[src/hdl/fx2_ctrl_pkg.sv]
// FX2 command controller package with command codes, field widths and shared types
package fx2_ctrl_pkg;

    // One byte on the EP4/EP8 streams and the I/O register bus
    typedef logic [7:0] byte_t;

    // Packet length in bytes, as carried in the FX2 packet header
    typedef logic [15:0] length_t;

    // Port number and register address inside an I/O module
    typedef logic [1:0] port_t;
    typedef logic [1:0] ioreg_addr_t;

    // Command and reply codes
    typedef enum logic [7:0] {
        CMD_NONE       = 8'h00,
        CMD_GET_HWCON  = 8'h33,
        CMD_SET_HWCON  = 8'h34,
        CMD_GET_IOREG  = 8'h35,
        CMD_SET_IOREG  = 8'h36,
        CMD_DATA_HWCON = 8'h91,
        CMD_DATA_IOREG = 8'h92
    } cmd_id_t;

    // Number of ports, one HWCON register each
    localparam int NUM_PORTS = 4;

    // I/O modules are indexed by {direction, port}
    localparam int NUM_IO_MODULES = 8;

    // Payload buffer capacity unless the top level says otherwise
    localparam int DEFAULT_MAX_CMD_BYTES = 8;

    // Reply lengths
    localparam length_t HWCON_REPLY_LEN = 16'd2;
    localparam length_t IOREG_REPLY_LEN = 16'd3;

endpackage

[src/hdl/cmd_msg_if.sv]
// Packet channel carrying one command or reply with header and payload between blocks
`timescale 1ns/1ps

interface cmd_msg_if #(
    parameter int MAX_CMD_BYTES = fx2_ctrl_pkg::DEFAULT_MAX_CMD_BYTES
);
    import fx2_ctrl_pkg::*;

    // Transfer happens when valid and ready are both high at a clock edge
    logic                         valid;
    logic                         ready;
    cmd_id_t                      id;
    length_t                      length;
    // Byte i sits at bits 8i+7 down to 8i
    logic [8*MAX_CMD_BYTES-1:0]   payload;

    modport source (
        output valid,
        output id,
        output length,
        output payload,
        input  ready
    );

    modport sink (
        input  valid,
        input  id,
        input  length,
        input  payload,
        output ready
    );

endinterface

[src/hdl/cmd_executor.sv]
// Command executor holding the HWCON registers and driving the I/O module register bus
`timescale 1ns/1ps

module cmd_executor #(
    parameter int MAX_CMD_BYTES = fx2_ctrl_pkg::DEFAULT_MAX_CMD_BYTES
) (
    input  logic                                     clk,
    input  logic                                     reset,
    input  logic [fx2_ctrl_pkg::NUM_PORTS-1:0]       direction,
    cmd_msg_if.sink                                  cmd,
    cmd_msg_if.source                                reply,
    output logic [fx2_ctrl_pkg::NUM_IO_MODULES-1:0]  cfg_io_write,
    output logic [fx2_ctrl_pkg::NUM_IO_MODULES-1:0]  cfg_io_read,
    output fx2_ctrl_pkg::ioreg_addr_t                cfg_io_addr,
    output fx2_ctrl_pkg::byte_t                      cfg_io_wdata,
    input  fx2_ctrl_pkg::byte_t                      cfg_io_rdata,
    output logic [8*fx2_ctrl_pkg::NUM_PORTS-1:0]     hwcons
);
    import fx2_ctrl_pkg::*;

    localparam int PAYLOAD_W = 8 * MAX_CMD_BYTES;
    localparam int INDEX_W   = $clog2(NUM_IO_MODULES);

    typedef enum logic [1:0] {
        EX_IDLE,
        EX_IO,
        EX_REPLY
    } state_t;

    state_t                     state;
    byte_t                      hwcon [NUM_PORTS];
    port_t                      cmd_port;
    port_t                      io_port;
    logic [INDEX_W-1:0]         io_index;
    logic                       io_is_write;
    logic [NUM_IO_MODULES-1:0]  io_select;
    logic                       accept;

    // Every kept command names its port in byte 0
    assign cmd_port = cmd.payload[1:0];

    // New commands only while nothing is in flight
    assign cmd.ready = (state == EX_IDLE);
    assign accept    = cmd.valid && cmd.ready;

    // One strobe cycle per I/O access, at module {direction, port}
    assign io_select    = NUM_IO_MODULES'(1) << io_index;
    assign cfg_io_write = ((state == EX_IO) && io_is_write) ? io_select : '0;
    assign cfg_io_read  = ((state == EX_IO) && !io_is_write) ? io_select : '0;

    for (genvar g = 0; g < NUM_PORTS; g++) begin : g_hwcons
        assign hwcons[8*g +: 8] = hwcon[g];
    end

    always_ff @(posedge clk or posedge reset) begin
        if (reset) begin
            state       <= EX_IDLE;
            reply.valid <= 1'b0;
            for (int i = 0; i < NUM_PORTS; i++) begin
                hwcon[i] <= '0;
            end
        end else begin
            case (state)
                EX_IDLE: begin
                    if (accept) begin
                        case (cmd.id)
                            CMD_SET_HWCON: hwcon[cmd_port] <= cmd.payload[15:8];
                            CMD_GET_HWCON: begin
                                state       <= EX_REPLY;
                                reply.valid <= 1'b1;
                            end
                            CMD_GET_IOREG,
                            CMD_SET_IOREG: state <= EX_IO;
                            // Unknown IDs are consumed without reply
                            default: state <= EX_IDLE;
                        endcase
                    end
                end
                EX_IO: begin
                    if (io_is_write) begin
                        state <= EX_IDLE;
                    end else begin
                        state       <= EX_REPLY;
                        reply.valid <= 1'b1;
                    end
                end
                EX_REPLY: begin
                    if (reply.ready) begin
                        state       <= EX_IDLE;
                        reply.valid <= 1'b0;
                    end
                end
                default: state <= EX_IDLE;
            endcase
        end
    end

    // Access parameters and reply assembly
    always_ff @(posedge clk) begin
        if (accept) begin
            io_port      <= cmd_port;
            io_index     <= {direction[cmd_port], cmd_port};
            io_is_write  <= (cmd.id == CMD_SET_IOREG);
            cfg_io_addr  <= cmd.payload[9:8];
            cfg_io_wdata <= cmd.payload[23:16];
            if (cmd.id == CMD_GET_HWCON) begin
                reply.id      <= CMD_DATA_HWCON;
                reply.length  <= HWCON_REPLY_LEN;
                reply.payload <= PAYLOAD_W'({6'b0, cmd_port, hwcon[cmd_port]});
            end
        end
        // Read data is taken at the edge that ends the read strobe
        if ((state == EX_IO) && !io_is_write) begin
            reply.id      <= CMD_DATA_IOREG;
            reply.length  <= IOREG_REPLY_LEN;
            reply.payload <= PAYLOAD_W'({6'b0, io_port, 6'b0, cfg_io_addr, cfg_io_rdata});
        end
    end

endmodule

[src/hdl/cmd_reader.sv]
// EP4 command reader collecting one packet byte by byte into a payload buffer
`timescale 1ns/1ps

module cmd_reader #(
    parameter int MAX_CMD_BYTES = fx2_ctrl_pkg::DEFAULT_MAX_CMD_BYTES
) (
    input  logic                  clk,
    input  logic                  reset,
    input  fx2_ctrl_pkg::byte_t   ep4_cmd_id,
    input  fx2_ctrl_pkg::length_t ep4_cmd_length,
    input  logic                  ep4_ready,
    input  fx2_ctrl_pkg::byte_t   ep4_data,
    output logic                  ep4_read,
    cmd_msg_if.source             cmd
);
    import fx2_ctrl_pkg::*;

    typedef enum logic [1:0] {
        RD_IDLE,
        RD_ACTIVE,
        RD_DONE
    } state_t;

    state_t  state;
    length_t count;
    logic    start;
    logic    finish;

    // A new packet starts as soon as the FX2 side has one available
    assign start = (state == RD_IDLE) && ep4_ready;

    // All bytes of the header length have been taken
    assign finish = (state == RD_ACTIVE) && (count >= ep4_cmd_length);

    assign ep4_read = (state == RD_ACTIVE) && !finish && ep4_ready;

    always_ff @(posedge clk or posedge reset) begin
        if (reset) begin
            state     <= RD_IDLE;
            count     <= '0;
            cmd.valid <= 1'b0;
        end else begin
            case (state)
                RD_IDLE: begin
                    if (start) begin
                        state <= RD_ACTIVE;
                        count <= '0;
                    end
                end
                RD_ACTIVE: begin
                    if (finish) begin
                        state     <= RD_DONE;
                        cmd.valid <= 1'b1;
                    end else if (ep4_read) begin
                        count <= count + 1'b1;
                    end
                end
                RD_DONE: begin
                    // Hold the packet until the executor takes it
                    if (cmd.ready) begin
                        state     <= RD_IDLE;
                        cmd.valid <= 1'b0;
                    end
                end
                default: state <= RD_IDLE;
            endcase
        end
    end

    // Payload buffer, header capture
    always_ff @(posedge clk) begin
        if (start) begin
            cmd.payload <= '0;
        end else if (ep4_read) begin
            // Bytes past the buffer end are read and dropped
            for (int i = 0; i < MAX_CMD_BYTES; i++) begin
                if (count == length_t'(i)) begin
                    cmd.payload[8*i +: 8] <= ep4_data;
                end
            end
        end
        if (finish) begin
            cmd.id     <= cmd_id_t'(ep4_cmd_id);
            cmd.length <= ep4_cmd_length;
        end
    end

endmodule

[src/hdl/fx2_controller.sv]
// FX2 command controller top connecting EP4 reader, executor and EP8 writer
`timescale 1ns/1ps

module fx2_controller #(
    parameter int MAX_CMD_BYTES = fx2_ctrl_pkg::DEFAULT_MAX_CMD_BYTES
) (
    input  logic                                     clk,
    input  logic                                     reset,
    // EP4 command stream
    input  fx2_ctrl_pkg::byte_t                      ep4_cmd_id,
    input  fx2_ctrl_pkg::length_t                    ep4_cmd_length,
    input  logic                                     ep4_ready,
    input  fx2_ctrl_pkg::byte_t                      ep4_data,
    output logic                                     ep4_read,
    // EP8 reply stream
    output fx2_ctrl_pkg::byte_t                      ep8_cmd_id,
    output fx2_ctrl_pkg::length_t                    ep8_cmd_length,
    output logic                                     ep8_write,
    output fx2_ctrl_pkg::byte_t                      ep8_data,
    input  logic                                     ep8_ready,
    // I/O module register bus
    output logic [fx2_ctrl_pkg::NUM_IO_MODULES-1:0]  cfg_io_write,
    output logic [fx2_ctrl_pkg::NUM_IO_MODULES-1:0]  cfg_io_read,
    output fx2_ctrl_pkg::ioreg_addr_t                cfg_io_addr,
    output fx2_ctrl_pkg::byte_t                      cfg_io_wdata,
    input  fx2_ctrl_pkg::byte_t                      cfg_io_rdata,
    input  logic [fx2_ctrl_pkg::NUM_PORTS-1:0]       direction,
    // Per-port hardware configuration
    output logic [8*fx2_ctrl_pkg::NUM_PORTS-1:0]     hwcons
);

    cmd_msg_if #(.MAX_CMD_BYTES(MAX_CMD_BYTES)) cmd_bus ();
    cmd_msg_if #(.MAX_CMD_BYTES(MAX_CMD_BYTES)) reply_bus ();

    cmd_reader #(
        .MAX_CMD_BYTES (MAX_CMD_BYTES)
    ) u_reader (
        .clk            (clk),
        .reset          (reset),
        .ep4_cmd_id     (ep4_cmd_id),
        .ep4_cmd_length (ep4_cmd_length),
        .ep4_ready      (ep4_ready),
        .ep4_data       (ep4_data),
        .ep4_read       (ep4_read),
        .cmd            (cmd_bus.source)
    );

    cmd_executor #(
        .MAX_CMD_BYTES (MAX_CMD_BYTES)
    ) u_executor (
        .clk          (clk),
        .reset        (reset),
        .direction    (direction),
        .cmd          (cmd_bus.sink),
        .reply        (reply_bus.source),
        .cfg_io_write (cfg_io_write),
        .cfg_io_read  (cfg_io_read),
        .cfg_io_addr  (cfg_io_addr),
        .cfg_io_wdata (cfg_io_wdata),
        .cfg_io_rdata (cfg_io_rdata),
        .hwcons       (hwcons)
    );

    reply_writer #(
        .MAX_CMD_BYTES (MAX_CMD_BYTES)
    ) u_writer (
        .clk            (clk),
        .reset          (reset),
        .reply          (reply_bus.sink),
        .ep8_cmd_id     (ep8_cmd_id),
        .ep8_cmd_length (ep8_cmd_length),
        .ep8_write      (ep8_write),
        .ep8_data       (ep8_data),
        .ep8_ready      (ep8_ready)
    );

endmodule

[src/hdl/reply_writer.sv]
// EP8 reply writer sending a packet's payload highest byte first under flow control
`timescale 1ns/1ps

module reply_writer #(
    parameter int MAX_CMD_BYTES = fx2_ctrl_pkg::DEFAULT_MAX_CMD_BYTES
) (
    input  logic                  clk,
    input  logic                  reset,
    cmd_msg_if.sink               reply,
    output fx2_ctrl_pkg::byte_t   ep8_cmd_id,
    output fx2_ctrl_pkg::length_t ep8_cmd_length,
    output logic                  ep8_write,
    output fx2_ctrl_pkg::byte_t   ep8_data,
    input  logic                  ep8_ready
);
    import fx2_ctrl_pkg::*;

    logic    busy;
    length_t count;
    length_t byte_index;
    logic    last_byte;

    // Header is visible only while a reply is pending
    assign ep8_cmd_id     = reply.valid ? byte_t'(reply.id) : byte_t'(CMD_NONE);
    assign ep8_cmd_length = reply.valid ? reply.length : '0;

    // Count holds the number of bytes still to go
    assign ep8_write  = busy && (count != '0) && ep8_ready;
    assign byte_index = count - 1'b1;
    assign last_byte  = ep8_write && (count == length_t'(1));

    // Empty replies complete right after loading
    assign reply.ready = busy && (last_byte || (count == '0));

    always_comb begin
        ep8_data = '0;
        for (int i = 0; i < MAX_CMD_BYTES; i++) begin
            if (byte_index == length_t'(i)) begin
                ep8_data = reply.payload[8*i +: 8];
            end
        end
    end

    always_ff @(posedge clk or posedge reset) begin
        if (reset) begin
            busy  <= 1'b0;
            count <= '0;
        end else if (!busy) begin
            if (reply.valid) begin
                busy  <= 1'b1;
                count <= reply.length;
            end
        end else if (reply.ready) begin
            busy  <= 1'b0;
            count <= '0;
        end else if (ep8_write) begin
            // Stalls while ep8_ready is low, nothing is skipped
            count <= count - 1'b1;
        end
    end

endmodule

[config.mk]
export PLATFORM = sky130hd
export DESIGN_NAME = fx2_controller
export DESIGN_NICKNAME = d
export VERILOG_FILES = /design/src/hdl/fx2_ctrl_pkg.sv /design/src/hdl/cmd_msg_if.sv /design/src/hdl/cmd_executor.sv /design/src/hdl/cmd_reader.sv /design/src/hdl/fx2_controller.sv /design/src/hdl/reply_writer.sv
export SDC_FILE = /design/constraint.sdc
export NUM_CORES = 1
export LEC_CHECK = 0
export BUFFER_PORTS_ARGS = -buffer_cell sky130_fd_sc_hd__buf_4
export CAP_MARGIN = 20
export CORE_MARGIN = 2
export CORE_UTILIZATION = 34
export CTS_BUF_LIST = sky130_fd_sc_hd__clkbuf_16
export CTS_CLUSTER_SIZE = 14
export DETAILED_ROUTE_END_ITERATION = 8
export PLACE_DENSITY = 0.57
export SYNTH_ARGS = -nofsm -noshare
export SYNTH_HDL_FRONTEND = slang
export SYNTH_HIERARCHICAL = 1
export SYNTH_SLANG_ARGS = --single-unit
[constraint.sdc]
create_clock -name clk -period 2.8 [get_ports clk]
set_input_delay 0.28 -clock clk [delete_from_list [all_inputs] [get_ports clk]]
set_output_delay 0.28 -clock clk [all_outputs]
set_load 0.01 [all_outputs]
* Word-level counts from Yosys, hierarchy flattened
Index checks and enable logic that the tools add are counted. W data, S select, Z words.
Operators by class: add/sub/neg operators 2, multiply operators 0, divide/modulo/power cells 0, magnitude comparators 4, equal/unequal tests 29, shift-type cells 1, mux-type cells 51, bitwise gates (word level) 1, reductions and logical operators 40
Operator list (number):
- $mux W16 | 7
- $mux W8 | 14
- $eq A16 B3 Y1 const B | 4
- $mux W18 | 3
- $eq A16 B1 Y1 const B | 3
- $eq A16 B2 Y1 const B | 3
- $logic_not A16 Y1 | 3
- $bwmux W32 | 1
- $eq A8 B6 Y1 const B | 4
- $pmux W16 S2 | 1
- $pmux W2 S3 | 3
- $add A16 B1 Y16 const B | 1
- $bmux W8 S2 | 1
- $demux W8 S2 | 1
- $ge A16 B16 Y1 | 1
- $reduce_bool A16 Y1 | 1
- $sub A16 B1 Y16 const B | 1
- $mux W2 | 7
- $ne A2 B2 Y1 const B | 7
- $logic_and A1 B1 Y1 | 12
- $reduce_and A2 Y1 | 6
- $reduce_and A3 Y1 | 4
- $mux W1 | 10
- $reduce_bool A2 Y1 | 5
- 19 further kinds | 25
Word-level totals: flip-flop bits (word level) 128, latch bits 0, bits in writable memories 0, ROM bits 0, bits of input ports 48, output and inout bits 92, word-level logic and storage cells 151, memories 0

* Logic depth before layout (Yosys ltp)
depth in word-level cells 10, depth in mapped cells 10, gate-level depth less buffers 8

* By module
The synthesis kept the hierarchy.
By module, submodules not included:
- cmd_reader | times used 1, cells an instance 537, area each 4992.3 um2, seq. area each 2477.4 um2
- cmd_executor | times used 1, cells an instance 280, area each 3369.5 um2, seq. area each 1696.6 um2
- reply_writer | times used 1, cells an instance 284, area each 2122.0 um2, seq. area each 425.4 um2

* Least setup slack after synthesis
No wires, ideal clock.
path type register to register, from register u_reader.count[13], to register u_reader.cmd.id[0] (enable), library setup time 405 ps, arrival time 2659 ps, data required time 2395 ps, path slack -264 ps, cell stages (with the launch flop) 8, buffers on the path 1, clock period less this slack 3064 ps, cell sequence dfrtp_1 > ha_1 > nand4_1 > nor3_1 > clkbuf_1 > or3_2 > nor2_1 > nor2_1
On the way: longest elaborated chain between the ends 2
Ends and longest elaborated chain:
- start, declared | RTL line cmd_reader.sv:25 | length_t count;
- start signal, assigned | RTL line cmd_reader.sv:55 | count <= count + 1'b1;
- $ge A16 B16 Y1 | RTL line cmd_reader.sv:33 | assign finish = (state == RD_ACTIVE) && (count >= ep4_cmd_length);
- $logic_and A1 B1 Y1 | RTL line cmd_reader.sv:33
- named net u_reader.finish | RTL line cmd_reader.sv:27 | logic finish;
- end signal, assigned | RTL line cmd_reader.sv:83 | cmd.id <= cmd_id_t'(ep4_cmd_id);
- end, declared | RTL line cmd_msg_if.sv:19 | output id,
The timed path passes the listed nets, and every way through them passes these cells. A chain may end at the register's enable or synchronous reset.

* Final worst setup path
from register u_writer.count[10], to output ep8_data[3]
On the way: longest elaborated chain between the ends 10, elaborated cells on any way between the ends 17, classes of those cells add/sub (1); eq/ne (7); mux (8); reduce/logical (1)
Ends and longest elaborated chain:
- start, declared | RTL line reply_writer.sv:19 | length_t count;
- start signal, assigned | RTL line reply_writer.sv:51 | count <= reply.length;
- start signal, assigned | RTL line reply_writer.sv:58 | count <= count - 1'b1;
- $sub A16 B1 Y16 * | RTL line reply_writer.sv:29 | assign byte_index = count - 1'b1;
- $logic_not A16 Y1 | RTL line reply_writer.sv:38 | if (byte_index == length_t'(i)) begin
- $mux W8 (7 in series) | RTL line reply_writer.sv:38
- $mux W8 * | RTL line reply_writer.sv:38
- end, declared | RTL line fx2_controller.sv:19 | output fx2_ctrl_pkg::byte_t ep8_data,
Every way passes the cells marked *; elsewhere a longest branch is shown, timed or not.

==> summary.md <==
## Setup path
* 7 — stages on the worst setup path
* 2.52 ns — data required time of the critical path
* ep8_data[3] — Critical path destination
* u_writer/count[10] — critical path startpoint
* 2 — Worst Path Buf+Inv
* or3_4 — most common cell type on the critical path
* 0.18 ns — FF-to-FF setup slack
* 8 — Worst Path Max Fanout
* simple AND/OR/NAND/NOR gates — Worst path top cell family by delay
* or3_4, or3_4, or3_4, nand4_1, buf_6, a211oi_2, buf_4 — critical path, cell by cell
* register to output pin — crit path kind
* 9 — cell depth of the worst flop-to-flop path
* 2.53 ns — data arrival time of the critical path
* register — startpoint class of the critical path
* 0.44 ns — Max stage delay on crit path
* output pin — critical path endpoint category
* u_writer/count[6] — startpoint of the worst register-to-register path
* or3_4 — cell with the largest stage delay on the worst path
* u_executor/reply.payload[9] — endpoint of the worst register-to-register path

## Route
* 5.03 — post-detailed-route via-to-cell ratio
* 0 — DRC violations left
* 4 — number of search-and-repair iterations in the first detailed-routing pass
* 6750 — overall via count from detail_route
* 16.5 um — average wire per standard cell
* 0 — ANT nets after route
* 390 — count of routing violations after the opening detailed-route iteration
* 22200 um — Routed WL

## Global route
* 35500 um — first-pass GRT wire length
* 36 — largest net degree at the start of global routing
* 0 — grt total ovfl
* 6655 — vias in the first global route
* 0 — initial antenna violation count
* 17.3% — global routing usage summed across all routing layers

## STA
* -0.0101 ns — Worst Slack Setup Final
* 100% — period utilization
* 0 — max-slew violation total from the final report
* 40.1% — headroom to the max-slew limit
* 0 — count of final hold-check violations
* 2.81 ns — Final min period
* true — RSZ-0062 raised after global routing
* 0.0442 ns — Fin Hold WS
* 0.898 ns — slew at the pin closest to its max-slew limit
* 1 — # setup viols final
* 0.0100 ns — clock skew after layout
* 356 MHz — Peak Freq

## Floorplan
* 159 um — height of the die
* 25400 sq um — Total Die Area
* 56 — Placement Rows
* 140 — number of ports placed on the die boundary
* 159 um — horizontal die dimension
* 34.8% — starting density of the core
* 23500 sq um — area of the core region

## Layout
* 1084 — net count reported at finish
* 25.6% — area growth from synthesis to final layout
* 32.3% — layout cell share with drive strength beyond 1
* 10300 sq um — Layout Cell Area excl Fill
* 3200 sq um — area of all sequential standard cells
* 0 — diodes inserted
* 1343 — non-filler cells, final
* 2321 — FILL cells
* 4540 sq um — multi-input combinational cell area

## Placed design
* 121 — IO buf count
* 0.112 ns — worst slack after detailed placement
* 16000 um — post-detail-place hpwl
* 9230 sq um — post-place instance area
* 0.884 — global placement routability congestion
* 1290 — cell total after placement

## Clocking
* 17 — number of buffers created by CTS
* 2 — number of buffers on the longest clock path
* clkbuf_16 — CTS root buf
* done — clock tree from TritonCTS
* 0.06 ns — Clk pin slew, worst setup/hold paths
* 125 — Num Clock Sinks
* 0.42 ns — worst-skew pair later-pin latency
* 4 — deepest level of the CTS H-tree

## Worst hold path
* primary input to register — type of the most critical hold path
* ep4_cmd_id[5] — Worst Min Path Start

## Status
* finished with violations — status
* negative setup slack — failing checks

## Pwr
* 0.379 mV — worst vdd rail ir drop
* 617 nW/um^2 — PD cells
* 6.35 mW — total design power
* 4.49 nW — leakage power total

## Synth
* 8190 sq um — Cell Area, Synth
* 6 — number of warning messages in the yosys log
* 9.40 sq um — synthesized area divided by synthesized cell count
* 872 — synthesized instance count

## Job
* 0 — max-cap check violation count

stage by stage:
stage | utilization (%) | setup TNS [ns]
after floorplan | - | 0
after global placement | 39.2 | 0
after detailed placement | 39.2 | 0
after CTS | 42.4 | 0
after global routing | 43.7 | -0.784
final | 43.7 | -0.0101
flip-flops by register name, indices dropped and copies added, names as in the netlist, 8 cells and up:
name	count
u_executor/cfg_io_wdata	8
u_executor/hwcons	32
u_executor/reply.payload	12
u_reader/cmd.id	8
u_reader/cmd.payload	18
u_reader/count	16
u_writer/count	16
metal layers:
metal	up-vias	global-route usage, %	wire length [um]
met2	167	29.5	10800
met5	-	0	0
met1	3242	22.3	9850
met4	0	4.38	310
li1	3315	-	-
met3	26	4.04	1220
what timing repair did:
action	4_1_cts	5_1_grt
hold buffers	1	0
gates resized for setup	31	38
hold endpoints to repair	20	0
setup buffers	7	13
pin swaps	3	10
setup endpoints to repair	8	29
worst min-delay path by stage:
stage                                  to  slack [ns]  cells after the start
2_1_floorplan               u_writer/busy        0.21                      1
3_3_place_gp   u_executor/cfg_io_wdata[3]        0.40                      0
3_5_place_dp          u_executor/state[0]        0.42                      1
4_1_cts                u_reader/cmd.id[5]        0.03                      1
5_1_grt                u_reader/cmd.id[5]        0.02                      1
6_report               u_reader/cmd.id[5]        0.04                      1
where the power goes:
group          total, mW  leakage [nW]  internal [mW]  switching [mW]
clock network       2.13         0.278           1.18           0.948
registers           2.38          1.41           2.08           0.301
logic               1.84          2.81          0.858           0.982
total               6.35          4.49           4.12            2.23
final cells by class:
class	instances	area share, %
Timing Repair Buffer	188	14.2
Sequential cell	125	31.1
Clock buffer	17	4.13
Clock inverter	15	1.41
Tap cell	319	3.88
Inverter	33	1.20
Multi-Input combinational cell	646	44.1
layout by cell type (no fill, tap or decap), drive strengths merged, types with 5 or more instances in the layout:
cell       n
dfxtp     20
ha        25
o21ai     49
nor2b     12
conb      73
mux2i      9
clkbuf    18
nand4     15
mux4       9
nand3     37
nor4b      5
buf      186
dfrtp     71
inv       43
or4       15
o31ai      9
or2        6
o22ai     10
nand2     66
edfxtp    34
or3        5
nor2      42
a2111oi    7
a21oi     47
a221oi    15
mux2      33
nor4      16
nand2b    16
nor3      32
and2      29
worst reg2reg max path, stage by stage (launching register included):
cell and delay (ns):
dfrtp_1 0.45, or4_1 0.59, nor3_1 0.25, nand3_1 0.19, nor2_4 0.17, mux2i_1 0.11, nor2_1 0.11, a32oi_1 0.12
nor2_1 0.12, buf_4 0.21
Note: power is estimated with default switching activity, not from simulation.
